File: src/mem_port_macros.svh
`ifndef MEM_PORT_MACROS_SVH
`define MEM_PORT_MACROS_SVH

// byte address width on both sides
`define MP_ADDR_W 32

// one cache line
`define MP_LINE_W 256

// memory data path, one beat per cycle
`define MP_BEAT_W 64

// beats that make up one line
`define MP_BEATS 4

// two icaches plus two dcaches
`define MP_NREQ 4

// byte offset inside a line
`define MP_OFFSET_W 5

`endif

File: src/mem_bus_pkg.sv
`default_nettype none

`include "mem_port_macros.svh"

package mem_bus_pkg;

    // line command toward memory
    // addr is line aligned, low offset bits are zero
    typedef struct packed {
        logic [`MP_ADDR_W-1:0] addr;
        logic                  read;
        logic                  write;
    } mem_cmd_t;

    // one read beat coming back from memory
    // every beat repeats the line address
    typedef struct packed {
        logic                  valid;
        logic [`MP_ADDR_W-1:0] addr;
        logic [`MP_BEAT_W-1:0] data;
    } mem_beat_t;

    // counts beats within one line
    typedef logic [$clog2(`MP_BEATS)-1:0] beat_idx_t;

endpackage

`default_nettype wire

File: src/line_req_pkg.sv
`default_nettype none

`include "mem_port_macros.svh"

package line_req_pkg;

    // line request from one cache
    // held steady until its resp pulse
    typedef struct packed {
        logic                  valid;
        logic                  write;
        logic [`MP_ADDR_W-1:0] addr;
        logic [`MP_LINE_W-1:0] wdata;
    } line_req_t;

    // resp is a single cycle pulse
    // rdata only meaningful during that pulse
    typedef struct packed {
        logic                  resp;
        logic [`MP_LINE_W-1:0] rdata;
    } line_resp_t;

    // index of one requester
    typedef logic [$clog2(`MP_NREQ)-1:0] req_idx_t;

    // one bit per requester
    typedef logic [`MP_NREQ-1:0] req_onehot_t;

endpackage

`default_nettype wire

File: src/line_beat_assembler.sv
`timescale 1ns/1ns
`default_nettype none

`include "mem_port_macros.svh"

module line_beat_assembler (
    input  wire logic                   clk,
    input  wire logic                   rst,
    input  wire logic                   grant_valid,
    input  line_req_pkg::req_idx_t      grant_idx,
    input  line_req_pkg::line_req_t     grant_req,
    input  mem_bus_pkg::mem_beat_t      mem_beat,
    input  wire logic                   write_done,
    output line_req_pkg::line_resp_t    resp [`MP_NREQ],
    output logic                        read_done
);

    import mem_bus_pkg::*;
    import line_req_pkg::*;

    // first three beats, oldest in the low bits
    logic [`MP_LINE_W-`MP_BEAT_W-1:0] line_q;
    logic [`MP_LINE_W-1:0]            rdata_q;
    req_onehot_t                      resp_q;
    beat_idx_t                        beat_cnt;
    logic                             rd_active;
    logic                             addr_match;
    logic                             beat_take;
    logic                             last_beat;

    assign rd_active = grant_valid && !grant_req.write;

    // only beats for the granted line count
    assign addr_match = (mem_beat.addr[`MP_ADDR_W-1:`MP_OFFSET_W]
                         == grant_req.addr[`MP_ADDR_W-1:`MP_OFFSET_W]);

    assign beat_take = rd_active && mem_beat.valid && addr_match;
    assign last_beat = beat_take && (beat_cnt == beat_idx_t'(`MP_BEATS - 1));

    // control side
    always_ff @(posedge clk) begin
        if (rst) begin
            resp_q    <= '0;
            read_done <= 1'b0;
            beat_cnt  <= '0;
        end else begin
            resp_q    <= '0;
            read_done <= last_beat;
            // route the pulse to whoever holds the grant
            if (last_beat || write_done) begin
                resp_q[grant_idx] <= 1'b1;
            end
            // wraps back to zero after the fourth beat
            if (beat_take) begin
                beat_cnt <= beat_cnt + beat_idx_t'(1);
            end
        end
    end

    // data side, new beat enters at the top
    always_ff @(posedge clk) begin
        if (beat_take) begin
            line_q <= {mem_beat.data, line_q[`MP_LINE_W-`MP_BEAT_W-1:`MP_BEAT_W]};
        end
        if (last_beat) begin
            rdata_q <= {mem_beat.data, line_q};
        end
    end

    // one shared data register, only the pulsed requester looks at it
    always_comb begin
        for (int i = 0; i < `MP_NREQ; i++) begin
            resp[i].resp  = resp_q[i];
            resp[i].rdata = rdata_q;
        end
    end

    a_resp_onehot : assert property (
        @(posedge clk) disable iff (rst)
        $onehot0(resp_q)
    );

endmodule

`default_nettype wire

File: config.mk
export PLATFORM = sky130hd
export DESIGN_NAME = line_beat_assembler
export DESIGN_NICKNAME = d
export VERILOG_FILES = /design/src/mem_bus_pkg.sv /design/src/line_req_pkg.sv /design/src/line_beat_assembler.sv
export VERILOG_INCLUDE_DIRS = /design/src
export SDC_FILE = /design/constraint.sdc
export NUM_CORES = 1
export LEC_CHECK = 0
export BUFFER_PORTS_ARGS = -buffer_cell sky130_fd_sc_hd__buf_2
export CORE_AREA = 8 8 543 545
export DETAILED_ROUTE_END_ITERATION = 10
export DIE_AREA = 0 0 551 553
export GPL_ROUTABILITY_DRIVEN = 1
export HOLD_SLACK_MARGIN = 0.12
export PLACE_DENSITY = 0.3
export RECOVER_POWER = 25
export SETUP_SLACK_MARGIN = 0.4
export SLEW_MARGIN = 10
export SYNTH_ARGS = -nofsm -noshare
export SYNTH_HDL_FRONTEND = slang
export SYNTH_SLANG_ARGS = --single-unit
File: constraint.sdc
create_clock -name clk -period 16.46 [get_ports clk]
set_clock_uncertainty 0.2 [all_clocks]
set_input_delay 2.469 -clock clk [delete_from_list [all_inputs] [get_ports clk]]
set_output_delay 2.469 -clock clk [all_outputs]
set_load 0.02 [all_outputs]
# Yosys cells after proc, flatten, opt, wreduce, memory -nomap -nowiden

Index checks and enable logic that the tools add are counted.

Bits in registers: 455
Latch bits: 0
Bits in writable memories: 0
Bits in read-only memories: 0
Memories kept: 0

Add/sub/neg operators: 1
$mul: 0
Div/mod/pow operators: 0
$lt $le $gt $ge: 2
Eq/ne operators: 2
Shifts and indexed selects: 0
Mux-type cells: 2
Bitwise gates (word level): 1
Reduce and logical (&&, ||, !) cells: 8

Operators with widths:

| kind                                                                  | number |
|---|---|
| 27-bit == test                                                        | 1 |
| 1-bit logical AND                                                     | 5 |
| 2-bit by 3-bit < comparator with 1-bit output, second input constant  | 1 |
| 2-bit by 1-bit adder with 2-bit output, second input constant         | 1 |
| 1-bit demux with 2-bit select                                         | 1 |
| 2-bit == test, second input constant                                  | 1 |
| 2-bit by 1-bit >= comparator with 1-bit output, second input constant | 1 |
| 2-bit OR reduction                                                    | 1 |
| 1-bit zero test                                                       | 1 |
| 1-bit logical OR                                                      | 1 |
| 1-bit 2-to-1 mux                                                      | 1 |
| 1-bit NOT                                                             | 1 |

# Logic depth before layout (Yosys ltp)

Depth in word-level cells: 8
Mapped depth: 5

# Least setup slack after synthesis

No wires, ideal clock.

Kind: input-to-reg
From: in grant_req[262] (netlist bit)
To: reg rdata_q[0], enable pin
Library setup time: 649 ps
Data arrival time: 12147 ps
Data required time: 15611 ps
Path slack: 3465 ps
Stages: 5
Path buffers: 0
Cells stage by stage: xnor2_1 > nand4_1 > or4_4 > nor2_4 > and2_1

Cells in the longest elaborated chain, start to end: 3

Ends and longest elaborated chain:

| element                | RTL line                  | RTL |
|---|---|---|
| start: declaration     | line_beat_assembler.sv:11 | `input line_req_pkg::line_req_t grant_req,` |
| 27-bit == test         | line_beat_assembler.sv:34 | `` assign addr_match = (mem_beat.addr[`MP_ADDR_W-1:`MP_OFFSET_W] `` |
| 1-bit logical AND      | line_beat_assembler.sv:37 | `assign beat_take = rd_active && mem_beat.valid && addr_match;` |
| net beat_take          | line_beat_assembler.sv:28 | `logic beat_take;` |
| 1-bit logical AND      | line_beat_assembler.sv:38 | `` assign last_beat = beat_take && (beat_cnt == beat_idx_t'(`MP_BEATS - 1)); `` |
| net last_beat          | line_beat_assembler.sv:29 | `logic last_beat;` |
| end signal: assignment | line_beat_assembler.sv:66 | `rdata_q <= {mem_beat.data, line_q};` |
| end: declaration       | line_beat_assembler.sv:23 | `` logic [`MP_LINE_W-1:0] rdata_q; `` |

The timed path passes the listed nets, and every way through them passes these cells.
A chain may end at the register's enable or synchronous reset.

# Worst setup path in the final report

From: in mem_beat[89] (netlist bit)
To: reg rdata_q[91], enable pin

Cells in the longest elaborated chain, start to end: 3

Ends and longest elaborated chain:

| element            | RTL line                  | RTL |
|---|---|---|
| start: declaration | line_beat_assembler.sv:12 | `input mem_bus_pkg::mem_beat_t mem_beat,` |
| 27-bit == test     | line_beat_assembler.sv:34 |  |
| 1-bit logical AND  | line_beat_assembler.sv:37 |  |
| net beat_take      | line_beat_assembler.sv:28 |  |
| 1-bit logical AND  | line_beat_assembler.sv:38 |  |
| net last_beat      | line_beat_assembler.sv:29 |  |

The timed path passes the listed nets, and every way through them passes these cells.

==> parameters.txt <==
Parameter                              Value

Status
  Status ... finished, final reports clean

Clock network
  Clock tree from TritonCTS ... done
  Clock Root Buffer ... clkbuf_16
  Sinks on the clock net ... 455
  Clock input transition at the sequential cells of the worst setup and hold paths ... 0.06 ns
  Quantity of gates resized following cts ... 0
  Clock latency at the later pin of the worst-skew pair ... 0.70 ns
  Post-CTS setup repair buffer count ... 0
  Hold buffer count at CTS ... 0
  CTS H-tree depth ... 2
  CTS Buffer Depth ... 3
  TritonCTS Buffers ... 58

Worst setup path
  Setup slack on the worst flop-to-flop path ... 12.97 ns
  Delay contributed by the slowest stage of the critical path ... 0.92 ns
  Critical path arrival ... 6.51 ns
  Startpoint of the lowest-slack register-to-register path ... beat_cnt[0]
  Worst path most repeated cell ... buf_4
  Cell type group with the largest total delay on the critical path ... buffers and inverters
  Slowest cell on the critical path ... buf_4
  Type of the worst setup path ... in2reg
  Sort of element at the end of the critical path ... flop
  Critical Path, Cell by Cell ... clkbuf_1 > xnor2_1 > nand4_1 > or3_1 > nor2_4 > and2_4 > buf_4 > buf_4
  Critical path required time ... 16.57 ns
  Worst path bufs/invs ... 3
  Number of cells traversed by the worst register-to-register path ... 4
  Startpoint type of the worst setup path ... primary input
  R2R Path End ... rdata_q[91]
  Largest fanout on the critical path ... 77

Synthesis
  Dominant synthesized flop cell ... edfxtp_1
  Synth area leaders ... edfxtp_1, buf_4, xnor2_1
  YS warnings ... 0
  Yosys top cell by area ... edfxtp_1
  Number of synthesized register bits ... 455
  Number of nets in the synthesized netlist ... 1,674
  Asr flop ratio synth ... 0%
  Mapped Area ... 19,800 um^2
  Area share of the largest cell type after synthesis ... 67.95%
  Post-synthesis sequential area ratio ... 68.66%
  Number of different library cells in the post-synthesis netlist ... 24
  Leading cell type by number of instances after synthesis ... buf_4
  Synth Instances ... 1,280
  Synth cell count leaders ... buf_4, edfxtp_1, xnor2_1, dfxtp_1, nand4_1
  Number of synthesized flops with an enable pin ... 448
  Post-synthesis average cell area ... 15.47 um^2

Place
  RD Place Congestion ... 0.8926
  Worst setup slack before clock tree synthesis ... 9.279 ns
  Detailed-placement wirelength estimate ... 102,000 um
  I/O Buffers ... 1,154
  Total instance count after detailed placement ... 5,455

Routing
  Met3 Routed Length ... 16,160 um
  Final ANT Viol Nets ... 0
  Routed length on met1 ... 40,430 um
  Initial DRT Pass Iterations ... 4
  Post-detailed-routing wire length ... 118,800 um
  Final routed wire length divided by cell count ... 21.32 um
  Detailed-route vias per instance ... 1.979
  Via count ... 11,030
  Residual DRC count ... 0
  DR WL met2 ... 55,980 um
  Uppermost layer routed ... met4
  Iteration-0 DRC Markers ... 469

Timing
  Tightest Pin Transition ... 1.046 ns
  Share of the clock period used by the worst path ... 38.94%
  Worst path setup slack after routing ... 10.05 ns
  Pins over their slew limit ... 0
  Summed negative setup slack over all endpoints ... 0 ns
  Final number of hold-violating endpoints ... 0
  Time the worst path needs with I/O delays and setup ... 6.409 ns
  Final setup violating endpoints ... 0
  Achievable frequency ... 156.0 MHz
  Setup repair after global routing missed its margin ... no
  Relative max-transition margin ... 30.25%

GRT
  Via count of the first global-routing pass ... 11,798
  Total routing resource utilization after global routing ... 7.292%
  Pin count of the biggest net entering global routing ... 84
  Aggregate global routing overflow ... 0
  Antenna violations before repair ... 35
  Wire length of the first global-routing pass ... 140,300 um

Pwr
  Final Total Pwr ... 0.002501 W
  Power share of the sequential group ... 50.3%
  Switching share of total power ... 22.08%
  Switching power of the nets ... 0.0005522 W
  Total power per unit cell area ... 95.02 nW/um^2
  Fraction of power consumed by the clock network ... 48.5%
  Fraction of power consumed by combinational cells ... 1.1%
  Cell-internal power ... 0.001949 W
  Leakage dissipation ... 9.439 nW
  Peak supply drop ... 71.15 uV

Die
  Core area ... 286,400 um^2
  Die W ... 551 um
  Core Rows ... 197
  Starting Density ... 6.912%
  Die ar. ... 304,700 um^2
  Number of I/O pins ... 1,422
  Die Y ... 553 um

Final layout
  Number of cells in the finished layout apart from fillers ... 5,573
  Area delta synth->final ... 32.97%
  Total of fill cells in the finished design ... 32,995
  Final layout net count ... 2,128
  Seq. cell area ... 13,590 um^2
  Area occupied by multi-input gates ... 427.9 um^2
  Share of the core filled with cells ... 9.191%
  Layout cell share with drive strength beyond 1 ... 66.33%

Hold path
  Worst hold path type ... reg2reg
  Start point of the worst min-delay path ... line_q[41]
  Hold Path Depth ... 0
  Hold Path End ... rdata_q[41]

Flow run
  Max cap viols ... 0
[power by group through the flow]
| stage | sequential (W) | combinational (W) | clock (W) |
|---|---|---|---|
| 6_report | 0.00126 | 0.0000286 | 0.00121 |
| 5_1_grt | 0.00126 | 0.0000311 | 0.00133 |
| 4_1_cts | 0.00126 | 0.0000309 | 0.00130 |
| 3_5_place_dp | 0.00128 | 0.0000309 | 0 |
| 3_3_place_gp | 0.00128 | 0.0000311 | 0 |
| 2_1_floorplan | 0.00128 | 0.00000711 | 0 |
[per-stage QoR]
stage	instance area [um^2]	hold WS (ns)
after floorplan	19800	0.2003
after global placement	24610	0.2002
after detailed placement	24610	0.2045
after CTS	26380	0.1945
after global routing	26300	0.2010
final	26330	0.1833
[cells in the final DEF, fill, tap and decap left out]
cell type / netlist / final
a21oi_1: 2 / 2
a41oi_1: 1 / 1
and2_4: 0 / 1
and3_1: 1 / 1
and3b_1: 1 / 1
buf_12: 0 / 1
buf_2: 0 / 1084
buf_4: 768 / 7
bufinv_16: 0 / 2
clkbuf_1: 0 / 78
clkbuf_16: 0 / 58
clkinv_1: 0 / 9
clkinv_2: 0 / 9
clkinv_4: 0 / 2
clkinv_8: 0 / 1
clkinvlp_4: 0 / 4
dfxtp_1: 7 / 7
diode_2: 0 / 19
edfxtp_1: 448 / 448
ha_1: 1 / 1
inv_1: 1 / 1
inv_16: 0 / 2
inv_6: 0 / 3
inv_8: 0 / 1
nand2_1: 1 / 1
nand3_1: 1 / 1
nand3b_1: 1 / 1
nand4_1: 7 / 7
nor2_1: 1 / 1
nor2_4: 1 / 1
nor2b_1: 1 / 1
nor3_1: 2 / 2
nor3b_1: 2 / 2
nor4_1: 0 / 1
o21ai_0: 2 / 2
or3_1: 1 / 1
or4_1: 0 / 1
xnor2_1: 27 / 27
[worst max path at each step]
stage	slack (ns)	to	startpoint	cells past startpoint
floorplan	3.46	rdata_q[0]	grant_req[262]	5
global placement	9.25	rdata_q[214]	mem_beat[89]	8
detailed placement	9.28	rdata_q[214]	mem_beat[89]	8
CTS	10.09	rdata_q[214]	mem_beat[89]	8
global route	9.86	rdata_q[91]	mem_beat[89]	8
finish	10.05	rdata_q[91]	mem_beat[89]	8
[sequential cells by signal, indices dropped and copies added (netlist names)]
signal     count
resp_q         4
line_q       192
read_done      1
beat_cnt       2
rdata_q      256
[kinds of logic (layout without fill, tap and decap cells)]
group | Yosys count | count (layout) | synth area share [%]
other | 0 | 19 | 0
AOI/OAI and AO/OA | 5 | 5 | 0.1454
and+or+nand+nor | 23 | 23 | 0.7963
buffers and inverters | 769 | 1262 | 29.14
DFF | 455 | 455 | 68.66
adders and majority gates | 1 | 1 | 0.06319
xor gates and xnor gates | 27 | 27 | 1.194
[routing by layer]
layer / global-route usage (%) / vias to the layer above
met4: 3.646 / 0
met5: 0 / -
met2: 12.55 / 974
li1: - / 4568
met3: 3.848 / 152
met1: 7.135 / 5336
[final cells by class]
cell class                      count  area share (%)
Tap cell                         3781           17.97
Multi-Input combinational cell     56           1.625
Clock inverter                     33           1.065
Antenna cell                       19          0.1806
Inverter                            1         0.01426
Sequential cell                   455           51.63
Clock buffer                       66           5.627
Timing Repair Buffer             1162           21.88
No activity file was read; power rests on OpenSTA's default activity.
