$ cat src/mem_port_macros.svh
`ifndef MEM_PORT_MACROS_SVH
`define MEM_PORT_MACROS_SVH

// byte address width on both sides
`define MP_ADDR_W 32

// one cache line
`define MP_LINE_W 256

// memory data path, one beat per cycle
`define MP_BEAT_W 64

// beats that make up one line
`define MP_BEATS 4

// two icaches plus two dcaches
`define MP_NREQ 4

// byte offset inside a line
`define MP_OFFSET_W 5

`endif

$ cat src/mem_bus_pkg.sv
`default_nettype none

`include "mem_port_macros.svh"

package mem_bus_pkg;

    // line command toward memory
    // addr is line aligned, low offset bits are zero
    typedef struct packed {
        logic [`MP_ADDR_W-1:0] addr;
        logic                  read;
        logic                  write;
    } mem_cmd_t;

    // one read beat coming back from memory
    // every beat repeats the line address
    typedef struct packed {
        logic                  valid;
        logic [`MP_ADDR_W-1:0] addr;
        logic [`MP_BEAT_W-1:0] data;
    } mem_beat_t;

    // counts beats within one line
    typedef logic [$clog2(`MP_BEATS)-1:0] beat_idx_t;

endpackage

`default_nettype wire

$ cat src/line_req_pkg.sv
`default_nettype none

`include "mem_port_macros.svh"

package line_req_pkg;

    // line request from one cache
    // held steady until its resp pulse
    typedef struct packed {
        logic                  valid;
        logic                  write;
        logic [`MP_ADDR_W-1:0] addr;
        logic [`MP_LINE_W-1:0] wdata;
    } line_req_t;

    // resp is a single cycle pulse
    // rdata only meaningful during that pulse
    typedef struct packed {
        logic                  resp;
        logic [`MP_LINE_W-1:0] rdata;
    } line_resp_t;

    // index of one requester
    typedef logic [$clog2(`MP_NREQ)-1:0] req_idx_t;

    // one bit per requester
    typedef logic [`MP_NREQ-1:0] req_onehot_t;

endpackage

`default_nettype wire

$ cat src/mem_cmd_issuer.sv
`timescale 1ns/1ns
`default_nettype none

`include "mem_port_macros.svh"

module mem_cmd_issuer (
    input  wire logic                   clk,
    input  wire logic                   rst,
    input  wire logic                   grant_valid,
    input  line_req_pkg::line_req_t     grant_req,
    input  wire logic                   mem_ready,
    output mem_bus_pkg::mem_cmd_t       mem_cmd,
    output logic [`MP_BEAT_W-1:0]       mem_wdata,
    output logic                        write_done
);

    import mem_bus_pkg::*;

    typedef enum logic [1:0] {
        ST_IDLE,
        ST_CMD,
        ST_WBEAT,
        ST_WAIT
    } issue_state_t;

    issue_state_t state;
    beat_idx_t    beat_cnt;
    logic         last_beat;
    logic         wr_active;

    assign last_beat = (beat_cnt == beat_idx_t'(`MP_BEATS - 1));

    // beat 0 rides with the accepted command, rest follow back to back
    assign wr_active = ((state == ST_CMD) && grant_req.write) || (state == ST_WBEAT);

    // command only while in ST_CMD
    always_comb begin
        mem_cmd       = '0;
        mem_cmd.addr  = {grant_req.addr[`MP_ADDR_W-1:`MP_OFFSET_W], {`MP_OFFSET_W{1'b0}}};
        mem_cmd.read  = (state == ST_CMD) && !grant_req.write;
        mem_cmd.write = (state == ST_CMD) && grant_req.write;
    end

    // low slice first
    always_comb begin
        mem_wdata = '0;
        if (wr_active) begin
            mem_wdata = grant_req.wdata[beat_cnt*`MP_BEAT_W +: `MP_BEAT_W];
        end
    end

    // high during the final beat, assembler registers it into resp
    assign write_done = (state == ST_WBEAT) && last_beat;

    always_ff @(posedge clk) begin
        if (rst) begin
            state    <= ST_IDLE;
            beat_cnt <= '0;
        end else begin
            unique case (state)
                ST_IDLE: begin
                    beat_cnt <= '0;
                    if (grant_valid) state <= ST_CMD;
                end
                // hold the command until memory takes it
                ST_CMD: begin
                    if (mem_ready) begin
                        if (grant_req.write) begin
                            state    <= ST_WBEAT;
                            beat_cnt <= beat_idx_t'(1);
                        end else begin
                            state <= ST_WAIT;
                        end
                    end
                end
                ST_WBEAT: begin
                    beat_cnt <= beat_cnt + beat_idx_t'(1);
                    if (last_beat) state <= ST_WAIT;
                end
                // wait for the arbiter to drop this grant
                ST_WAIT: begin
                    if (!grant_valid) state <= ST_IDLE;
                end
                default: state <= ST_IDLE;
            endcase
        end
    end

    a_no_rd_wr : assert property (
        @(posedge clk) disable iff (rst)
        !(mem_cmd.read && mem_cmd.write)
    );

    // a command or write beat never outlives the arbiter's grant
    a_cmd_in_grant : assert property (
        @(posedge clk) disable iff (rst)
        (mem_cmd.read || mem_cmd.write || write_done) |-> grant_valid
    );

endmodule

`default_nettype wire

$ cat config.mk
export PLATFORM = sky130hd
export DESIGN_NAME = mem_cmd_issuer
export DESIGN_NICKNAME = d
export VERILOG_FILES = /design/src/mem_bus_pkg.sv /design/src/line_req_pkg.sv /design/src/mem_cmd_issuer.sv
export VERILOG_INCLUDE_DIRS = /design/src
export SDC_FILE = /design/constraint.sdc
export NUM_CORES = 1
export LEC_CHECK = 0
export ABC_AREA = 1
export BUFFER_PORTS_ARGS = -buffer_cell sky130_fd_sc_hd__clkbuf_2
export CORE_AREA = 2 2 154 156
export CTS_CLUSTER_DIAMETER = 200
export DETAILED_ROUTE_END_ITERATION = 7
export DIE_AREA = 0 0 156 158
export SETUP_SLACK_MARGIN = 0.02
export SKIP_CTS_REPAIR_TIMING = 1
export SLEW_MARGIN = 20
export SYNTH_ARGS = -nofsm -noshare
export SYNTH_HDL_FRONTEND = slang
export SYNTH_SLANG_ARGS = --single-unit
$ cat constraint.sdc
create_clock -name clk -period 1.3 [get_ports clk]
set_input_delay 0.13 -clock clk [delete_from_list [all_inputs] [get_ports clk]]
set_output_delay 0.13 -clock clk [all_outputs]
set_load 0.02 [all_outputs]
**Word-level counts from Yosys, hierarchy flattened**

Cells that the tools add are included.

- Flip-flop bits (word level): 4
- Input bits: 294
- Output and inout port bits: 99

- Add/subtract/negate cells: 1
- Eq/ne operators: 9
- Shifts and indexed selects: 1
- Mux-type cells: 10
- Reductions and logical operators: 9

Operator list:

| operator | count |
|---|---|
| $shiftx 256x9->64 | 1 |
| $mux 64 | 1 |
| $mux 2 | 6 |
| $ne 2x2->1 const B | 5 |
| $pmux 2 s4 | 1 |
| $eq 2x2->1 const B | 3 |
| $pmux 2 s3 | 1 |
| $reduce_and 4->1 | 1 |
| $logic_and 1x1->1 | 3 |
| $reduce_and 3->1 | 1 |
| $reduce_bool 3->1 | 1 |
| $add 2x1->2 const B | 1 |
| $eq 2x1->1 const B | 1 |
| $logic_not 2->1 | 1 |
| $logic_not 1->1 | 1 |
| $logic_or 1x1->1 | 1 |
| $mux 1 | 1 |

**Logic depth before layout (Yosys ltp)**

Gate-level depths: netlist of the first run.

- Word-level depth: 4
- Gate-level depth with buffers: 8

**Least setup slack after synthesis of the first run**

No wires, ideal clock.

- Path kind: register to output
- Start point: register state[1]
- End point: output mem_wdata[10]
- Arrival: 1.470 ns
- Setup slack: -0.300 ns
- Stages on the path, launching flop included: 8
- Buffers on the path: 1
- Path through: dfxtp_1 > inv_1 > ha_1 > nand2_1 > inv_1 > nor2_2 > buf_2 > a21oi_1

RTL lines:

| what | RTL line | source |
|---|---|---|
| from (decl) | mem_cmd_issuer.sv:26 | `issue_state_t state;` |
| from (signal assigned) | mem_cmd_issuer.sv:57 | `state <= ST_IDLE;` |
| from (signal assigned) | mem_cmd_issuer.sv:63 | `if (grant_valid) state <= ST_CMD;` |
| from (signal assigned) | mem_cmd_issuer.sv:69 | `state <= ST_WBEAT;` |
| to (decl) | mem_cmd_issuer.sv:13 | `` output logic [`MP_BEAT_W-1:0] mem_wdata, `` |

**Final worst setup path of the first run**

- Start point: register beat_cnt[0]
- End point: output mem_wdata[25]

- Cells in the longest elaborated chain, start to end: 2

Ends and longest elaborated chain:

| what | RTL line | source |
|---|---|---|
| from (decl) | mem_cmd_issuer.sv:27 | `beat_idx_t beat_cnt;` |
| from (signal assigned) | mem_cmd_issuer.sv:70 | `beat_cnt <= beat_idx_t'(1);` |
| from (signal assigned) | mem_cmd_issuer.sv:77 | `beat_cnt <= beat_cnt + beat_idx_t'(1);` |
| $shiftx 256x9->64 | mem_cmd_issuer.sv:48 | `` mem_wdata = grant_req.wdata[beat_cnt*`MP_BEAT_W +: `MP_BEAT_W]; `` |
| $mux 64 | mem_cmd_issuer.sv:47 | `if (wr_active) begin` |

Every way passes these cells.

==> qor.yml, run 1 <==
status:
  status: "complete, but fails checks"
  violations: "setup timing"
drt:
  top_layer: "met4"
  vias: 5004
  dr_wl_met3_um: 1380
  wl_met2_um: 8980
  post_drt_via_cell_ratio: 4.26
  drt_iter0_drc: 384
  wl_met1_um: 7210
  drt_wl_total_um: 18100
  drt_first_pass_iters: 5
  drc_errors: 0
  drtAntennaViolNets: 0
  wire_per_inst_um: 15.4
worst_setup_path:
  slowest_stage: "dfxtp_4"
  cp.required_ns: 1.17
  crit_top_cell: "nor2_1"
  cp_max_fo: 7
  crit_chain: "buf_12, clkbuf_16, nor2_1, nor2_1, o21ai_0, a21oi_1, buf_4"
  cpPeakStageDelay_ns: 0.38
  start_kind: "register"
  end_kind: "output port"
  cp_top_family: "buffers and inverters"
  critical_path_class: "register to output port"
  path_buf_inv: 3
  critPathArrivalTime_ns: 1.59
finish:
  finalInstanceArea_sq_um: 5640
  fin_cells: 1176
  final_nets: 1187
  multiInputGateArea_sq_um: 2480
  fill_cells: 2596
  final_util_pct: 24.5
  drive_above_1_share_pct: 50.2
  seqCellArea_sq_um: 92.6
  area_delta_synth_final_pct: 104
  n_antenna_cell: 0
timing:
  slew_viol_final: 0
  fin_ws_ns: -0.425
  rsz0062_at_grt: "yes"
  setup_viol: 68
  skew_ns: 0.00356
  period_share_pct: 133
  hold_viol_final: 0
  fmax_mhz: 580
  setup_tns_ns: -23.83
  whs_ns: 0.108
  fin_crit_ns: 1.72
place:
  place_congestion: 0.828
  hpwl_um: 11400
  dp_slack_ns: -0.180
  placedInstanceArea_sq_um: 4690
  io_buffers: 327
  dp_cells: 1150
die:
  die_h_um: 158
  die_w_um: 156
  dieArea_sq_um: 24600
  start_util_pct: 12.0
  rows: 56
  core_sq_um: 23100
  ios: 393
global_route:
  grtUsageTotal_pct: 10.0
  grt_pass1_vias: 3950
  antenna_found_initial: 0
  grt_overflow: 0
  grt_pass1_wl_um: 19900
  grt_max_degree: 61
synth:
  synth-adder-area-share_pct: 2.72
  synth-xor-area-share_pct: 0
  synth_top_family_by_area: "simple AND/OR/NAND/NOR gates"
  synth_simple_gate_area_share_pct: 38.5
  ys_ff_latch: 4
  yosys_warnings: 0
  netlist_instances: 585
  ys_types: 17
  synth.avg_cell_area_sq_um: 4.72
  syn-cell-area_sq_um: 2760
  yosysSeqAreaShare_pct: 2.90
  synth_compound_area_share_pct: 36.1
  synthMuxAreaShare_pct: 0
power_and_ir_drop:
  power.density_nw_per_um2: 1860
  p_leak_nw: 2.87
  power_mw: 10.5
  vdd_drop_max_mv: 0.785
clocking:
  cts-root-buf: "clkbuf_16"
  clock_latency_ns: 0.23
  cts_tree: "yes"
  cts_buffer_depth: 2
  numCtsBuffers: 3
  cts_max_level: 1
  cts_num_sinks: 4
  clk_pin_slew_worst_paths_ns: 0.03
flow_run:
  drv_cap: 0
min_path:
  hp-class: "primary input to register"
==> kinds of logic (layout without fill, tap and decap cells) <==
family / count (synthesis) / after routing
AND/OR/NAND/NOR: 282 / 282
AO/OA/AOI/OAI: 199 / 199
other: 1 / 5
flip-flops: 4 / 4
buffers and inverters: 93 / 390
adder cells (fa/ha/maj): 6 / 6
==> sequential cells by signal, summed over array words and instances (netlist names) <==
name / flops
state: 2
beat_cnt: 2
==> layer usage <==
| metal | global-route usage [%] | vias up |
|---|---|---|
| met4 | 2.14 | 0 |
| met2 | 18.5 | 265 |
| met3 | 1.62 | 40 |
| met1 | 12.2 | 2225 |
| li1 | - | 2474 |
| met5 | 0 | - |
==> cells in the mapped netlist, drive strengths merged <==
library cell | count | area, sq um
dfxtp | 4 | 80.1
inv | 14 | 52.6
clkbuf | 14 | 55.1
conb | 1 | 3.75
nand2 | 18 | 67.6
buf | 65 | 435
nor2 | 261 | 982
o21ai | 131 | 656
a21oi | 68 | 340
ha | 6 | 75.1
nand3 | 3 | 15.0
==> layout by cell type (no fill, tap or decap) <==
cell type	count
nor2_1	256
o21ai_1	69
clkbuf_16	14
nor2_2	3
a21oi_2	28
o21ai_2	9
inv_4	2
inv_2	4
buf_16	2
clkbuf_1	1
nand3_2	1
o21ai_0	53
ha_4	4
buf_2	8
nand3_1	2
ha_1	2
clkbuf_2	264
inv_1	8
nand2_1	13
nor2_4	2
buf_6	18
a21oi_1	32
a21oi_4	8
buf_4	56
nand2_4	2
nand2_2	3
dfxtp_4	3
conb_1	5
dfxtp_2	1
buf_8	2
buf_12	11
==> final timing paths <==
path	startpoint	to	slack, ns	cells after the start
worst max-delay path	beat_cnt[0]$_SDFFE_PP0P_	mem_wdata[25]	-0.42	7
worst min-delay path	rst	state[0]$_SDFFE_PP0P_	0.11	2
worst max register to register	beat_cnt[0]$_SDFFE_PP0P_	state[0]$_SDFFE_PP0P_	-0.10	9
worst min register to register	beat_cnt[1]$_SDFFE_PP0P_	beat_cnt[1]$_SDFFE_PP0P_	0.54	2
==> worst reg2reg max path: cells and delay by family, from the launching register on <==
kind,cells,cell delay [ns]
flops,1,0.38
buf+inv,3,0.36
simple gates,4,0.33
fa+ha+maj,1,0.14
compound gates,1,0.12
==> layout make-up <==
type,instances,share of cell area (%)
Timing Repair Buffer,372,45.5
Multi-Input combinational cell,492,44.0
Tap cell,290,6.44
Sequential cell,4,1.64
Clock buffer,4,1.40
Inverter,14,1.02
==> power breakdown <==
part / internal [mW] / switching (mW) / leakage (nW)
Combinational: 4.21 / 5.51 / 2.79
Clock: 0.407 / 0.109 / 0.0382
Sequential: 0.193 / 0.0766 / 0.0353
Total: 4.81 / 5.69 / 2.87
No activity file was read; power rests on OpenSTA's default activity.
==> inputs of run 2 (changes only) <==
- ABC_AREA: 1 -> 0
- CORE_AREA: 2 2 154 156 -> 2 2 155 157
- DIE_AREA: 0 0 156 158 -> 0 0 157 159
==> qor.yml, run 2 <==
min_path:
  hp-class: "primary input to register"
worst_setup_path:
  slowest_stage: "mux4_2"
  rrSetupSlack_ns: -0.33  # -0.23 ns
  cpPeakStageDelay_ns: 0.50  # +0.12 ns
  critPathArrivalTime_ns: 1.73  # +0.14 ns
  critical_path_class: "register to output port"
  path_buf_inv: 3  # unchanged
  cp.required_ns: 1.17  # about the same
  crit_chain: "buf_12, clkbuf_16, mux4_2, nor2b_4, clkbuf_2"
  cp_top_family: "buffers and inverters"
  end_kind: "output port"
  start_kind: "register"
  cp_max_fo: 9  # +2
synth:
  synth_edf_count: 0  # unchanged
  synthFlopType: "dfxtp_1"
  syn-cell-area_sq_um: 2540  # -8.0%
  yosysSeqAreaShare_pct: 3.15  # +0.25 points
  async_flop_share_pct: 0  # unchanged
  netlist_instances: 221  # -62%
  synth_top_area_share_pct: 56.7  # +21 points
  ys_ff_latch: 4  # unchanged
  synth_area_leaders: "mux4_2, nor2b_1, buf_4"
  yosys_warnings: 0  # unchanged
  synth.most_common_cell: "nor2b_1"
  synth.avg_cell_area_sq_um: 11.5  # +140%
  synth_common_cells: "nor2b_1, mux4_2, buf_4"
  ys_types: 25  # +8
  yosysTopAreaCell: "mux4_2"
global_route:
  grt_overflow: 0  # unchanged
  grtUsageTotal_pct: 9.49  # -0.51 points
  met3_usage_pct: 1.71  # +0.10 points
  use_met2_pct: 18.3  # -0.22 points
  use_met1_pct: 10.8  # -1.3 points
  grt_max_degree: 39  # -36%
  grt_pass1_wl_um: 18500  # -7.0%
  grt_pass1_vias: 3356  # -15%
  antenna_found_initial: 0  # unchanged
  gr-max-usage-layer: "met2"
finish:
  final_common_cell: "clkbuf_2"
  fill_cells: 2506  # -3.5%
  area_delta_synth_final_pct: 118
  final_cell_mix: "clkbuf_2, mux4_2, nor2b_4"
  final_util_pct: 23.9  # -0.57 points
  top_regs: "beat_cnt (2), state (2)"
  drive_above_1_share_pct: 93.5  # +43 points
  final_nets: 842  # -29%
  fin_cells: 860  # -27%
  n_antenna_cell: 0  # unchanged
place:
  hpwl_um: 11500  # +0.95%
  place_congestion: 0.763  # -7.9%
  dp_cells: 845  # -27%
  io_buffers: 327  # unchanged
clocking:
  numCtsBuffers: 3  # unchanged
  cts_num_sinks: 4  # unchanged
  clk_pin_slew_worst_paths_ns: 0.03  # about the same
  clock_latency_ns: 0.23  # about the same
  cts_tree: "yes"
  cts_buffer_depth: 2  # unchanged
  cts_max_level: 1  # unchanged
  cts-root-buf: "clkbuf_16"
die:
  die_h_um: 159  # +0.63%
  rows: 56  # unchanged
  ios: 393  # unchanged
  dieArea_sq_um: 25000  # +1.3%
  die_w_um: 157  # +0.64%
  start_util_pct: 11.0  # -1.0 points
  core_sq_um: 23200  # +0.61%
timing:
  hold_viol_final: 0  # unchanged
  rsz0062_at_grt: "yes"
  fmax_mhz: 538  # -7.1%
  fin_ws_ns: -0.557  # -0.132 ns
  period_share_pct: 143  # +10 points
  skew_ns: 0.000240  # -0.00332 ns
  fin_crit_ns: 1.86  # +0.132 ns
  slew_viol_final: 0  # unchanged
  setup_viol: 69  # +1.5%
drt:
  drt_iter0_drc: 217  # -43%
  vias: 3244  # -35%
  post_drt_via_cell_ratio: 3.77  # -11%
  drt_first_pass_iters: 4  # -1
  drt_wl_total_um: 14300  # -21%
  wire_per_inst_um: 16.6  # +7.9%
  drtAntennaViolNets: 0  # unchanged
  drc_errors: 0  # unchanged
power_and_ir_drop:
  power.density_nw_per_um2: 1270  # -32%
  p_leak_nw: 2.59  # -9.5%
  vdd_drop_max_mv: 0.829  # +5.6%
flow_run:
  drv_cap: 0  # unchanged
status:
  status: "complete, but fails checks"
  violations: "setup timing"
## run 2: stage by stage
stage	TNS [ns]	hold WS [ns]	area, sq um	worst slack (ns)	power (mW)
CTS	-36.96	0.116	5020	-0.678	6.11
global route	-38.96	0.137	5540	-0.616	7.44
global placement	-20.01	0.260	4940	-0.423	5.54
detailed placement	-21.07	0.260	4940	-0.437	5.58
finish	-34.38	0.124	5540	-0.557	7.01
floorplan	-10.54	0.189	3100	-0.175	4.20
## run 2: layout make-up
class / instances / area [sq um] / area share, %
Clock buffer: 4 / 78.8 / 1.42
Multi-Input combinational cell: 165 / 2540 / 45.9
Inverter: 4 / 15.0 / 0.271
Timing Repair Buffer: 364 / 2410 / 43.5
Sequential cell: 4 / 92.6 / 1.67
Tap cell: 319 / 399 / 7.21
## run 2: worst paths after layout
kind,cells after the start,to,from
max,5,mem_wdata[33],beat_cnt[0]$_SDFFE_PP0P_
min,2,beat_cnt[1]$_SDFFE_PP0P_,rst
max reg2reg,7,beat_cnt[1]$_SDFFE_PP0P_,beat_cnt[0]$_SDFFE_PP0P_
min reg2reg,3,state[0]$_SDFFE_PP0P_,state[0]$_SDFFE_PP0P_
## run 2: cell families (layout without fill, tap and decap cells)
kind of cell / Yosys count / after routing / share of synthesized area [%]
other cells: 1 / 5 / 0.147
fa+ha+maj: 6 / 6 / 2.95
flops: 4 / 4 / 3.15
mux: 66 / 66 / 57.5
simple gates: 77 / 77 / 18.9
compound gates: 11 / 11 / 2.90
buf+inv: 56 / 372 / 14.4
## run 2: power by group
| group | internal (mW) | total, mW | switching (mW) |
|---|---|---|---|
| Combinational | 3.30 | 6.31 | 3.01 |
| Sequential | 0.167 | 0.199 | 0.0314 |
| Clock | 0.406 | 0.502 | 0.0962 |
| Total | 3.88 | 7.01 | 3.13 |
## run 2: layer usage
| metal | part of all wire, % | wire length [um] |
|---|---|---|
| met1 | 38 | 5480 |
| met2 | 52 | 7480 |
| met3 | 7.8 | 1110 |
| met4 | 1.3 | 191 |
| met5 | 0 | 0 |
