File: src/mem_port_macros.svh
`ifndef MEM_PORT_MACROS_SVH
`define MEM_PORT_MACROS_SVH

// byte address width on both sides
`define MP_ADDR_W 32

// one cache line
`define MP_LINE_W 256

// memory data path, one beat per cycle
`define MP_BEAT_W 64

// beats that make up one line
`define MP_BEATS 4

// two icaches plus two dcaches
`define MP_NREQ 4

// byte offset inside a line
`define MP_OFFSET_W 5

`endif

File: src/line_req_pkg.sv
`default_nettype none

`include "mem_port_macros.svh"

package line_req_pkg;

    // line request from one cache
    // held steady until its resp pulse
    typedef struct packed {
        logic                  valid;
        logic                  write;
        logic [`MP_ADDR_W-1:0] addr;
        logic [`MP_LINE_W-1:0] wdata;
    } line_req_t;

    // resp is a single cycle pulse
    // rdata only meaningful during that pulse
    typedef struct packed {
        logic                  resp;
        logic [`MP_LINE_W-1:0] rdata;
    } line_resp_t;

    // index of one requester
    typedef logic [$clog2(`MP_NREQ)-1:0] req_idx_t;

    // one bit per requester
    typedef logic [`MP_NREQ-1:0] req_onehot_t;

endpackage

`default_nettype wire

File: src/line_req_arbiter.sv
`timescale 1ns/1ns
`default_nettype none

`include "mem_port_macros.svh"

module line_req_arbiter (
    input  wire logic                   clk,
    input  wire logic                   rst,
    input  line_req_pkg::line_req_t     req [`MP_NREQ],
    input  wire logic                   issue_done,
    input  wire logic                   read_done,
    output logic                        grant_valid,
    output line_req_pkg::req_idx_t      grant_idx,
    output line_req_pkg::line_req_t     grant_req
);

    import line_req_pkg::*;

    // search starts here, one past the last served requester
    req_idx_t    ptr;
    req_onehot_t req_vld;
    logic        pick_found;
    req_idx_t    pick_idx;
    logic        done;

    always_comb begin
        for (int i = 0; i < `MP_NREQ; i++) begin
            req_vld[i] = req[i].valid;
        end
    end

    // first valid requester at or after ptr
    // walk offsets from the far end so the nearest one wins
    always_comb begin
        req_idx_t cand;
        pick_found = 1'b0;
        pick_idx   = ptr;
        cand       = ptr;
        for (int i = `MP_NREQ - 1; i >= 0; i--) begin
            cand = req_idx_t'((int'(ptr) + i) % `MP_NREQ);
            if (req_vld[cand]) begin
                pick_found = 1'b1;
                pick_idx   = cand;
            end
        end
    end

    // either path ends the held grant
    assign done = issue_done | read_done;

    // grant state and rr pointer
    always_ff @(posedge clk) begin
        if (rst) begin
            grant_valid <= 1'b0;
            ptr         <= '0;
        end else if (grant_valid) begin
            if (done) begin
                grant_valid <= 1'b0;
                // skip past whoever was just served
                ptr         <= req_idx_t'((int'(grant_idx) + 1) % `MP_NREQ);
            end
        end else if (pick_found) begin
            grant_valid <= 1'b1;
        end
    end

    // latched copy of the winning request
    // stays fixed for the whole transaction
    always_ff @(posedge clk) begin
        if (!grant_valid && pick_found) begin
            grant_idx <= pick_idx;
            grant_req <= req[pick_idx];
        end
    end

    // write and read completion come from different stages
    // only one of them may close a transaction
    a_single_done : assert property (
        @(posedge clk) disable iff (rst)
        !(issue_done && read_done)
    );

    // done only arrives while a grant is held
    a_done_needs_grant : assert property (
        @(posedge clk) disable iff (rst)
        done |-> grant_valid
    );

endmodule

`default_nettype wire

File: config.mk
export PLATFORM = sky130hd
export DESIGN_NAME = line_req_arbiter
export DESIGN_NICKNAME = d
export VERILOG_FILES = /design/src/line_req_pkg.sv /design/src/line_req_arbiter.sv
export VERILOG_INCLUDE_DIRS = /design/src
export SDC_FILE = /design/constraint.sdc
export NUM_CORES = 1
export LEC_CHECK = 0
export ABC_AREA = 1
export ABC_CLOCK_PERIOD_IN_PS = 27400
export BUFFER_PORTS_ARGS = -buffer_cell sky130_fd_sc_hd__buf_2
export CAP_MARGIN = 20
export CORE_AREA = 2 2 570 572
export CTS_CLUSTER_DIAMETER = 120
export DETAILED_ROUTE_END_ITERATION = 8
export DIE_AREA = 0 0 572 574
export GPL_ROUTABILITY_DRIVEN = 1
export GPL_TIMING_DRIVEN = 0
export PLACE_DENSITY_LB_ADDON = 0.05
export SLEW_MARGIN = 5
export SYNTH_ARGS = -nofsm -noshare
export SYNTH_HDL_FRONTEND = slang
export SYNTH_SLANG_ARGS = --single-unit
File: constraint.sdc
create_clock -name clk -period 27.4 [get_ports clk]
set_clock_uncertainty 0.2 [all_clocks]
set_input_delay 5.48 -clock clk [delete_from_list [all_inputs] [get_ports clk]]
set_output_delay 5.48 -clock clk [all_outputs]
set_load 0.01 [all_outputs]
# Word level (Yosys, flattened, before mapping)

Cells that the tools add are included.

$add $sub $neg: 4
Magnitude comparators: 5
Muxes and demuxes: 22
Bitwise gates (word level): 2
Reductions and logical operators: 3

Operator list:

| cell                                                | count |
|---|---|
| binary-select mux 290 bit (select 2 bit)            | 1 |
| two-way mux 290 bit                                 | 2 |
| < comparator 2 x 3 -> 1 bit (second input constant) | 4 |
| two-way mux 1 bit                                   | 11 |
| binary-select mux 1 bit (select 2 bit)              | 4 |
| two-way mux 2 bit                                   | 4 |
| adder 2 x 1 -> 2 bit (second input constant)        | 2 |
| adder 2 bit (second input constant)                 | 2 |
| >= comparator 3 bit (second input constant)         | 1 |
| inverter 2 -> 3 bit                                 | 1 |
| AND reduction 2 bit                                 | 1 |
| logical AND 1 bit                                   | 1 |
| logical NOT 1 bit                                   | 1 |
| OR 1 bit                                            | 1 |

Register bits: 295
Input bits: 1164
Output and inout port bits: 293
Word-level logic and storage cells: 43

# Logic depth before layout (Yosys ltp)

Gate-level depths: netlist of the first run.

Depth in word-level cells: 11
Depth in mapped cells: 16
Gate-level depth less buffers: 13

# Worst setup path before layout of the first run

OpenSTA, ideal clock, no wires.

Path type: input to register
Start point: in req[579] in the netlist's numbering
End point: reg grant_idx[0] (enable)
Setup time: 1.120 ns
Arrival: 21.562 ns
Data required time: 26.080 ns
Path slack: 4.518 ns
Cell stages on the path: 7
Path buffers: 0
Cells stage by stage: inv_1 -> nand2_1 -> and2_1 -> nand2_1 -> nand2_1 -> inv_2 -> a31oi_1

Word-level cells in the longest chain between the ends: 7
Elaborated cells on any way between the ends: 13
Classes of those cells: 12 x mux; 1 x reduce/logical

RTL lines:

| element                                 | line                   | RTL |
|---|---|---|
| start, declared                         | line_req_arbiter.sv:9  | `` input line_req_pkg::line_req_t req [`MP_NREQ], `` |
| binary-select mux 1 bit (select 2 bit)  | line_req_arbiter.sv:41 | `if (req_vld[cand]) begin` |
| two-way mux 1 bit (implied by the code) | line_req_arbiter.sv:41 |  |
| two-way mux 1 bit (3 in series)         | line_req_arbiter.sv:41 |  |
| two-way mux 1 bit (*)                   | line_req_arbiter.sv:41 |  |
| logical AND 1 bit (*)                   | line_req_arbiter.sv:70 | `if (!grant_valid && pick_found) begin` |
| end signal, assigned                    | line_req_arbiter.sv:71 | `grant_idx <= pick_idx;` |
| end, declared                           | line_req_arbiter.sv:13 | `output line_req_pkg::req_idx_t grant_idx,` |

Mark *: on every way between the ends. The rest lies on a longest branch, timed or not. The select of a mux whose other input is x is not followed.
A chain may end at the register's enable or synchronous reset.

# Worst setup path in the final report of the first run

Start point: in req[289] in the netlist's numbering
End point: reg grant_req[151] in the netlist's numbering (data pin)

Word-level cells in the longest chain between the ends: 10
Elaborated cells on any way between the ends: 16
Classes of those cells: 15 x mux; 1 x bitwise

RTL lines:

| element                                                     | line                   | RTL |
|---|---|---|
| binary-select mux 1 bit (select 2 bit)                      | line_req_arbiter.sv:41 |  |
| two-way mux 1 bit (implied by the code)                     | line_req_arbiter.sv:41 |  |
| two-way mux 2 bit (3 in series)                             | line_req_arbiter.sv:41 |  |
| two-way mux 2 bit (*)                                       | line_req_arbiter.sv:41 |  |
| inverter 2 -> 3 bit (implied by the code) (*)               | line_req_arbiter.sv:72 | `grant_req <= req[pick_idx];` |
| binary-select mux 290 bit (select 2 bit) (*)                | line_req_arbiter.sv:72 |  |
| two-way mux 290 bit (implied by the code) (*) (2 in series) | line_req_arbiter.sv:72 |  |
| end signal, assigned                                        | line_req_arbiter.sv:72 |  |
| end, declared                                               | line_req_arbiter.sv:14 | `output line_req_pkg::line_req_t grant_req` |

Marked as above.

==> reports/metrics.csv, run 1 <==
stage;metric;value;unit
status;outcome;finished, final reports clean;
logic_synthesis;flops & latches, synth;295;
clock_network;hold_buf cts;0;
logic_synthesis;most frequent cells after synthesis;nand3_1 (1453), inv_1 (1165), nand2_1 (604), edfxtp_1 (292), buf_2 (128);
cells_and_area;layout cells sized above 1;32.82;%
flow_run;MaxCap Viol Count;0;
routing;drt first-iter violations;1567;
power;switching part of the total;49.12;%
placement;gpl congestion;0.8417;
routing;remaining routing DRC violations;0;
timing;hold slack;0.3110;ns
logic_synthesis;Synth cell types;22;
logic_synthesis;syn_area_per_cell;6.403;µm²
timing;max-slew violations;0;
critical_path;kind of critical path;in -> reg;
timing;Max-slew headroom;32.83;%
power;switching pwr;1.667;mW
clock_network;CTS tree;done;
global_route;Global Route Usage Sum;15.08;%
timing;Final Hold Vio Count;0;
power;Clock power frac;21.8;%
logic_synthesis;Primary FF master, synth;edfxtp_1;
critical_path;Startpoint Class;primary input;
global_route;antenna violations before repair;293;
routing;highest routed metal layer;met5;
clock_network;TritonCTS Sinks;295;
critical_path;Crit. End Element;flip-flop;
timing;final clock period utilization by the worst path;30.97;%
routing;met3 routed WL;22740;µm
cells_and_area;Syn-to-layout area delta;62.23;%
global_route;first-pass GRT wire length;328900;µm
clock_network;Clock Path Buffers;3;
logic_synthesis;leading post-synthesis cells by cell area;edfxtp_1 (36%), nand3_1 (30%), inv_1 (18%);
routing;wl on met1;96790;µm
floorplanning;Die X-Extent;572;µm
timing;Worst-Margin Slew;1.008;ns
routing;met2 wire len;130800;µm
routing;Initial DRT Pass Iterations;5;
logic_synthesis;Post-synth EDFFs;292;
logic_synthesis;Mapped Cells;3827;
floorplanning;DIE HEIGHT;574;µm
clock_network;root buf cell;clkbuf_16;
timing;RSZ-0062 raised after global routing;false;
power;power density over cell area;85.39;mW/mm²
cells_and_area;final std cells w/o fill;9831;
critical_path;WP data required;27.62;ns
logic_synthesis;Ys Warns;0;
floorplanning;IO Count;1457;
cells_and_area;Filler cells;38492;
clock_network;H-tree depth;2;
critical_path;Worst EP arrival;8.71;ns
placement;hpwl dp;219700;µm
logic_synthesis;post-synth top area cell;edfxtp_1;
min_path;Hold/Removal Path Class;reg -> reg;
routing;DRT Wirelength;257000;µm
logic_synthesis;most frequent cell after synthesis;nand3_1;
cells_and_area;Multi-input gate area;0.009671;mm²
critical_path;Crit Path Max Fanout;13;
timing;Fmax;117.8;MHz
clock_network;total CTS buffers;58;
logic_synthesis;async set-or-reset flop fraction in the synthesized netlist;0;%
power;leakage power;21.83;nW
power;Flop pwr share;24.3;%
placement;cell total after placement;9629;
power;Internal Power;1.727;mW
cells_and_area;final core utilization;12.32;%
routing;average wire per standard cell;26.14;µm
floorplanning;Site Rows;209;
power;peak supply drop;0.05768;mV
placement;Port Buffer Count;1456;
floorplanning;core footprint;0.3227;mm²
floorplanning;Initial Utilization;7.593;%
timing;Final setup viols;0;
timing;fin crit period;8.486;ns
floorplanning;die area;0.3283;mm²
cells_and_area;NumNets Final;6528;
logic_synthesis;post-synthesis sequential area ratio;36.03;%
logic_synthesis;Synth Net Count;4991;
global_route;largest net degree at the start of global routing;23;
global_route;gr ovfl total;0;
logic_synthesis;Cell Area, Synth;0.02450;mm²
power;Gate power share;53.9;%
logic_synthesis;top cell type's share of synthesized area;35.78;%
clock_network;CTS resizes;0;
routing;Routed Antenna Nets;0;
cells_and_area;FF/Latch Area;0.008828;mm²
routing;vias per cell;3.280;
clock_network;worst-skew pair later-pin latency;0.71;ns
global_route;number of global-route vias before repair;33862;
clock_network;Clk pin slew, worst setup/hold paths;0.05;ns
clock_network;setup bufs post-CTS;0;
routing;via count of the routed design;32243;
registers in the layout, summed over array words and instances, names as in the netlist:
signal / flops
ptr: 2
grant_valid: 1
grant_idx: 2
grant_req: 290
layer usage:
layer | GRT usage, % | vias up
li1 | - | 15117
met1 | 16.38 | 15039
met2 | 28.02 | 1453
met3 | 5.350 | 482
met4 | 2.683 | 152
met5 | 0 | -
final cells by class:
cell class / count / share of cell area, %
antenna: 97 / 0.6106
clock buffer: 88 / 4.145
tap: 4325 / 13.61
multi-input combinational: 2075 / 24.33
inverter: 1169 / 11.04
sequential: 295 / 22.21
timing repair buffer: 1477 / 19.58
clock inverter: 17 / 0.3682
buffer: 288 / 4.107
through the flow:
| step | cell area, µm² | setup WS, ns | TNS, ns | power (mW) |
|---|---|---|---|---|
| after floorplan | 24500 | 4.518 | 0 | 1.723 |
| after global placement | 37200 | -14.88 | -4306.54 | 2.860 |
| after detailed placement | 37720 | 17.99 | 0 | 2.755 |
| after CTS | 39510 | 18.82 | 0 | 3.542 |
| after global routing | 39560 | 18.78 | 0 | 3.657 |
| final | 39750 | 18.91 | 0 | 3.394 |
cells in the final DEF, fill, tap and decap left out:
cell,instances
a21oi_1,2
a31oi_4,1
and2_1,1
buf_1,23
buf_12,9
buf_16,11
buf_2,1584
buf_4,60
buf_6,22
buf_8,1
bufinv_16,2
clkbuf_1,79
clkbuf_16,61
clkbuf_2,1
clkbuf_8,2
clkinv_1,5
clkinv_2,3
clkinvlp_4,7
dfxtp_1,3
diode_2,97
edfxtp_1,292
inv_1,1165
inv_2,4
nand2_1,604
nand2_2,4
nand2_4,1
nand3_1,1453
nand3_2,1
nor2_1,2
o211ai_1,1
o21ai_0,3
o21ai_2,1
xor2_1,1
power groups by stage:
stage / sequential [mW] / clock [mW] / combinational (mW)
after global placement: 0.974 / 0 / 1.89
after global routing: 0.844 / 0.793 / 2.02
after floorplan: 0.987 / 0 / 0.736
final: 0.824 / 0.741 / 1.83
after CTS: 0.831 / 0.790 / 1.92
after detailed placement: 0.836 / 0 / 1.92
cells by family (layout without fill, tap and decap cells):
family	count (synthesis)	in the layout	synth area share, %
buf+inv	1457	3039	24.57
simple gates	2066	2066	39.17
xor+xnor	1	1	0.03575
compound gates	8	8	0.1941
flops	295	295	36.03
other cells	0	97	0
worst max-delay path: stages:
cell	delay, ns
buf_2	0.13
nand2_1	0.07
nand2_1	0.07
nand2_1	0.07
nand2_1	0.08
inv_2	0.10
nand2_2	0.09
nand3_1	0.06
buf_2	0.62
buf_2	0.80
buf_2	0.39
nand3_1	0.12
nand3_1	0.41
nand2_1	0.14
path summary, 6_finish.rpt:
check	start	endpoint	slack, ns	cells after the start
worst max-delay path	req[289]	grant_req[151]	18.91	14
worst max register to register	ptr[1]	grant_req[151]	23.28	14
worst min-delay path	grant_idx[0]	ptr[0]	0.31	1
worst min register to register	grant_idx[0]	ptr[0]	0.31	1
Power figures use the tool's default switching activity.
==> inputs of run 2 (changes only) <==
--- a/config.mk
+++ b/config.mk
@@ -7,7 +7,7 @@
 export NUM_CORES = 1
 export LEC_CHECK = 0
 export ABC_AREA = 1
-export ABC_CLOCK_PERIOD_IN_PS = 27400
+export ABC_CLOCK_PERIOD_IN_PS = 7900
 export BUFFER_PORTS_ARGS = -buffer_cell sky130_fd_sc_hd__buf_2
 export CAP_MARGIN = 20
 export CORE_AREA = 2 2 570 572
==> constraint.sdc (replaced) <==
create_clock -name clk -period 7.9 [get_ports clk]
set_clock_uncertainty 0.2 [all_clocks]
set_input_delay 1.58 -clock clk [delete_from_list [all_inputs] [get_ports clk]]
set_output_delay 1.58 -clock clk [all_outputs]
set_load 0.01 [all_outputs]
==> run 2 against run 1 <==
  * Wire length decreased by 3.7%
  * Combinational power increased to 3.4 times the previous value
  * Via count increased by 0.35%
  * First-iteration DRC count decreased by 1.9%
  * Clock power increased to 3.5 times the previous value
  * Critical path depth unchanged
  * Total power increased to 3.4 times the previous value
  * Die area unchanged
  * Hold slack got worse by 0.012 ns
  * Sequential share of layout area increased by 0.062 points
  * Critical path type unchanged
==> reports/metrics.csv, run 2 (synthesized netlist as in run 1, its figures left out) <==
stage;metric;value;unit
clock_network;setup bufs post-CTS;0;
floorplanning;DIE HEIGHT;574;µm
power;leakage power;21.84;nW
routing;DRT Wirelength;247600;µm
critical_path;kind of critical path;in -> reg;
floorplanning;Initial Utilization;7.593;%
routing;average wire per standard cell;25.24;µm
power;total power;11.66;mW
routing;Routed Antenna Nets;0;
flow_run;MaxCap Viol Count;0;
floorplanning;IO Count;1457;
cells_and_area;most frequent cells in the layout;buf_2 (1584), nand3_1 (1453), inv_1 (1165), nand2_1 (604), edfxtp_1 (292);
placement;hpwl dp;210900;µm
timing;Worst-Margin Slew;0.9000;ns
critical_path;Startpoint Class;primary input;
clock_network;H-tree depth;2;
global_route;number of global-route vias before repair;33826;
routing;via count of the routed design;32356;
timing;fin crit period;4.613;ns
power;power density over cell area;294.1;mW/mm²
clock_network;Clock Path Buffers;3;
floorplanning;Die X-Extent;572;µm
placement;gpl congestion;0.8345;
cells_and_area;Syn-to-layout area delta;61.79;%
clock_network;hold_buf cts;0;
timing;max-slew violations;0;
timing;Final Hold Vio Count;0;
clock_network;root buf cell;clkbuf_16;
power;peak supply drop;0.1730;mV
clock_network;Clk pin slew, worst setup/hold paths;0.05;ns
timing;RSZ-0062 raised after global routing;false;
floorplanning;Site Rows;209;
routing;Initial DRT Pass Iterations;5;
clock_network;CTS tree;done;
timing;final clock period utilization by the worst path;58.39;%
global_route;gr ovfl total;0;
floorplanning;die area;0.3283;mm²
global_route;antenna violations before repair;311;
routing;remaining routing DRC violations;0;
global_route;Global Route Usage Sum;14.51;%
cells_and_area;Largest register FFs;290;
cells_and_area;NumNets Final;6525;
timing;Final setup viols;0;
placement;placed cell area;0.03768;mm²
cells_and_area;Top Registers;grant_req: 290 flops, grant_idx: 2 flops, ptr: 2 flops;
cells_and_area;Finished Cell Area;0.03964;mm²
cells_and_area;Filler cells;38536;
clock_network;TritonCTS Sinks;295;
routing;drt first-iter violations;1538;
critical_path;WP data required;8.11;ns
status;outcome;finished, final reports clean;
clock_network;CTS resizes;0;
global_route;largest net degree at the start of global routing;21;
critical_path;Worst EP arrival;4.82;ns
critical_path;Crit Path Max Fanout;10;
cells_and_area;most common cell after layout, fill and taps aside;buf_2;
clock_network;total CTS buffers;56;
global_route;first-pass GRT wire length;319400;µm
min_path;Hold/Removal Path Class;reg -> reg;
cells_and_area;Most flops, register;grant_req;
critical_path;Crit. End Element;flip-flop;
timing;Max-slew headroom;40.00;%
floorplanning;core footprint;0.3227;mm²
placement;Port Buffer Count;1456;
clock_network;worst-skew pair later-pin latency;0.67;ns
cells_and_area;layout cells sized above 1;32.83;%
timing;Fmax;216.8;MHz
routing;vias per cell;3.299;
==> run 2: metal layers <==
metal / global-route usage (%) / wire [µm] / up-vias
met5: 0 / 985 / -
met3: 5.260 / 22570 / 532
li1: - / - / 15078
met2: 26.63 / 123800 / 1480
met1: 16.07 / 94770 / 15104
met4: 2.254 / 5441 / 162
==> run 2: per-stage QoR <==
step	util [%]	cells	hold slack, ns	setup WS (ns)	TNS, ns
2_1_floorplan	-	3827	0.3170	0.2082	0
6_report	12.29	9807	0.2990	3.287	0
4_1_cts	12.22	9728	0.3064	2.985	0
3_3_place_gp	11.53	9608	0.3093	-5.789	-1647.31
3_5_place_dp	11.68	9628	0.2917	2.165	0
5_1_grt	12.24	9750	0.3201	3.101	0
==> run 2: path summary, 6_finish.rpt <==
kind / cells past startpoint / start / slack, ns / end
hold reg to reg: 1 / grant_idx[0] / 0.30 / ptr[0]
setup / recovery: 14 / req[289] / 3.29 / grant_req[155]
setup reg to reg: 14 / ptr[1] / 3.76 / grant_req[155]
hold / removal: 1 / grant_idx[0] / 0.30 / ptr[0]
==> run 2: critical path, cell delays in order <==
cell     delay, ns
buf_2         0.11
nand2_1       0.08
nand2_1       0.08
nand2_1       0.07
nand2_1       0.08
inv_2         0.10
nand2_2       0.09
nand3_2       0.08
buf_2         0.65
buf_2         0.52
buf_2         0.45
nand3_1       0.33
nand3_1       0.38
nand2_1       0.17
==> run 2: layout make-up <==
type / count / area [µm²] / area share (%)
clock buffer: 70 / 1475 / 3.721
antenna: 79 / 197.7 / 0.4987
inverter: 1169 / 4388 / 11.07
buffer: 288 / 1633 / 4.119
sequential: 295 / 8828 / 22.27
clock inverter: 30 / 289.0 / 0.7291
timing repair buffer: 1476 / 7750 / 19.55
multi-input combinational: 2075 / 9671 / 24.39
tap: 4325 / 5411 / 13.65
==> run 2: report_power, final <==
part | internal (mW) | total, mW | switching (mW)
Sequential | 2.65 | 2.84 | 0.184
Clock | 1.50 | 2.56 | 1.07
Combinational | 1.84 | 6.26 | 4.41
==> inputs of run 3 (changes only) <==
--- a/config.mk
+++ b/config.mk
@@ -7,13 +7,13 @@
 export NUM_CORES = 1
 export LEC_CHECK = 0
 export ABC_AREA = 1
-export ABC_CLOCK_PERIOD_IN_PS = 7900
+export ABC_CLOCK_PERIOD_IN_PS = 3700
 export BUFFER_PORTS_ARGS = -buffer_cell sky130_fd_sc_hd__buf_2
 export CAP_MARGIN = 20
-export CORE_AREA = 2 2 570 572
+export CORE_AREA = 2 2 563 565
 export CTS_CLUSTER_DIAMETER = 120
 export DETAILED_ROUTE_END_ITERATION = 8
-export DIE_AREA = 0 0 572 574
+export DIE_AREA = 0 0 565 567
 export GPL_ROUTABILITY_DRIVEN = 1
 export GPL_TIMING_DRIVEN = 0
 export PLACE_DENSITY_LB_ADDON = 0.05
==> constraint.sdc (replaced) <==
create_clock -name clk -period 3.7 [get_ports clk]
set_clock_uncertainty 0.2 [all_clocks]
set_input_delay 0.74 -clock clk [delete_from_list [all_inputs] [get_ports clk]]
set_output_delay 0.74 -clock clk [all_outputs]
set_load 0.01 [all_outputs]
==> run 3 against run 2 <==
  * Combinational power up 120%
  * Total power up 120%
  * Largest power group unchanged
  * Flip-flop and latch count unchanged
  * Die area down 2.4%
  * Highest routed layer unchanged
  * Register-to-register slack worse by 3.6 ns
  * Critical path depth up 1
==> reports/metrics.csv, run 3 (synthesized netlist as in run 1, its figures left out) <==
stage;metric;value;unit
status;outcome;finished, final reports clean;
cells_and_area;Finished Cell Area;0.03952;mm²
placement;Port Buffer Count;1456;
timing;final clock period utilization by the worst path;95.07;%
timing;fin crit period;3.517;ns
floorplanning;Die X-Extent;565;µm
cells_and_area;Most flops, register;grant_req;
placement;hpwl dp;217100;µm
critical_path;Startpoint Class;flip-flop;
critical_path;WP data required;3.87;ns
cells_and_area;NumNets Final;6524;
global_route;largest net degree at the start of global routing;22;
floorplanning;die area;0.3204;mm²
clock_network;worst-skew pair later-pin latency;0.70;ns
flow_run;MaxCap Viol Count;0;
critical_path;Crit Path Max Fanout;10;
min_path;Hold/Removal Path Class;in -> reg;
cells_and_area;Syn-to-layout area delta;61.27;%
clock_network;Clk pin slew, worst setup/hold paths;0.06;ns
cells_and_area;Multi-input gate area;0.009691;mm²
floorplanning;core footprint;0.3139;mm²
clock_network;total CTS buffers;55;
global_route;antenna violations before repair;308;
power;leakage power;21.87;nW
floorplanning;DIE HEIGHT;567;µm
cells_and_area;most common cell after layout, fill and taps aside;buf_2;
power;power density over cell area;634.4;mW/mm²
clock_network;H-tree depth;2;
clock_network;CTS tree;done;
routing;Routed Antenna Nets;0;
global_route;global-route layer with the greatest usage;met2;
clock_network;root buf cell;clkbuf_16;
timing;Max-slew headroom;38.08;%
routing;drt first-iter violations;1827;
routing;Initial DRT Pass Iterations;7;
global_route;met3 layer usage reported by global route;5.657;%
cells_and_area;Largest register FFs;290;
timing;max-slew violations;0;
timing;Fmax;284.3;MHz
global_route;met1 usage;17.53;%
critical_path;Worst EP arrival;3.69;ns
cells_and_area;FF/Latch Area;0.008828;mm²
cells_and_area;Top Registers;grant_req: 290 flops, grant_idx: 2 flops, ptr: 2 flops;
timing;Final Hold Vio Count;0;
routing;average wire per standard cell;26.34;µm
floorplanning;IO Count;1457;
cells_and_area;Filler cells;37393;
critical_path;kind of critical path;reg -> reg;
cells_and_area;final core utilization;12.59;%
global_route;gr ovfl total;0;
routing;remaining routing DRC violations;0;
placement;placed cell area;0.03752;mm²
clock_network;TritonCTS Sinks;295;
clock_network;Clock Path Buffers;3;
critical_path;Crit. End Element;flip-flop;
cells_and_area;layout cells sized above 1;33.02;%
global_route;grt met2 use;27.32;%
cells_and_area;most frequent cells in the layout;buf_2 (1572), nand3_1 (1452), inv_1 (1162), nand2_1 (602), edfxtp_1 (292);
floorplanning;Initial Utilization;7.805;%
routing;DRT Wirelength;254000;µm
power;peak supply drop;0.3335;mV
floorplanning;Site Rows;206;
placement;gpl congestion;0.8040;
routing;via count of the routed design;32582;
timing;RSZ-0062 raised after global routing;false;
routing;vias per cell;3.379;
timing;Worst-Margin Slew;0.9288;ns
timing;Final setup viols;0;
global_route;first-pass GRT wire length;326900;µm
global_route;number of global-route vias before repair;34047;
global_route;Global Route Usage Sum;15.29;%
-- run 3: worst paths after layout --
check	slack, ns	endpoint	cells after the start	start
worst max-delay path	0.18	grant_req[88]	15	ptr[0]
worst min-delay path	0.16	ptr[0]	4	rst
worst max register to register	0.18	grant_req[88]	15	ptr[0]
worst min register to register	0.31	ptr[0]	1	grant_idx[0]
-- run 3: layout make-up --
| cell class | instances | share of cell area [%] |
|---|---|---|
| multi-input cells | 2075 | 24.52 |
| flip-flops and latches | 295 | 22.34 |
| repair buffers | 1476 | 19.66 |
| well taps | 4160 | 13.17 |
| inverters | 1169 | 11.14 |
| plain buffers | 288 | 4.214 |
| clock buffers | 67 | 3.704 |
| clock inverters | 35 | 0.7504 |
| diodes | 78 | 0.4939 |
-- run 3: report_power, final --
part           internal, mW  switching (mW)  leakage (nW)
clock network          3.13            2.28         0.857
registers              5.67           0.395          2.94
logic                  3.97            9.63          18.1
-- run 3: worst max-delay path, cell delays in order (launching register included) --
cell and delay [ns]:
dfxtp_1 0.35, buf_6 0.17, nand2_1 0.10, o21ai_4 0.08, nand2_1 0.09, nand2_1 0.08, nand2_1 0.07, nand2_2 0.09
nand2_2 0.08, nand2_2 0.08, buf_4 0.39, buf_4 0.39, buf_4 0.23, nand3_1 0.30, nand3_1 0.19, nand2_1 0.25
-- run 3: stage by stage --
step / setup slack (ns) / total power [mW] / hold slack [ns] / setup TNS, ns / cells
after detailed placement: -1.190 / 20.27 / 0.3117 / -143.92 / 9463
after global placement: -9.295 / 20.31 / 0.3143 / -2831.95 / 9443
after CTS: 0.02026 / 26.01 / 0.06128 / 0 / 9565
after global routing: 0.01498 / 26.97 / 0.1189 / 0 / 9582
after floorplan: -3.107 / 12.47 / 0.3280 / -907.29 / 3827
final: 0.1825 / 25.07 / 0.1631 / 0 / 9643
-- run 3: routing by layer --
| layer | part of all wire [%] | routed length (µm) | up-vias |
|---|---|---|---|
| met4 | 2.0 | 5032 | 174 |
| li1 | - | - | 15081 |
| met2 | 49 | 124100 | 1478 |
| met1 | 40 | 100900 | 15321 |
| met3 | 9.0 | 22930 | 528 |
| met5 | 0.43 | 1091 | - |
-- run 3: repair_timing --
item	4_1_cts	5_1_grt
buffers inserted	0	0
hold buffers	0	0
setup endpoints to repair	212	13
gates cloned	0	0
resized for setup	10	5
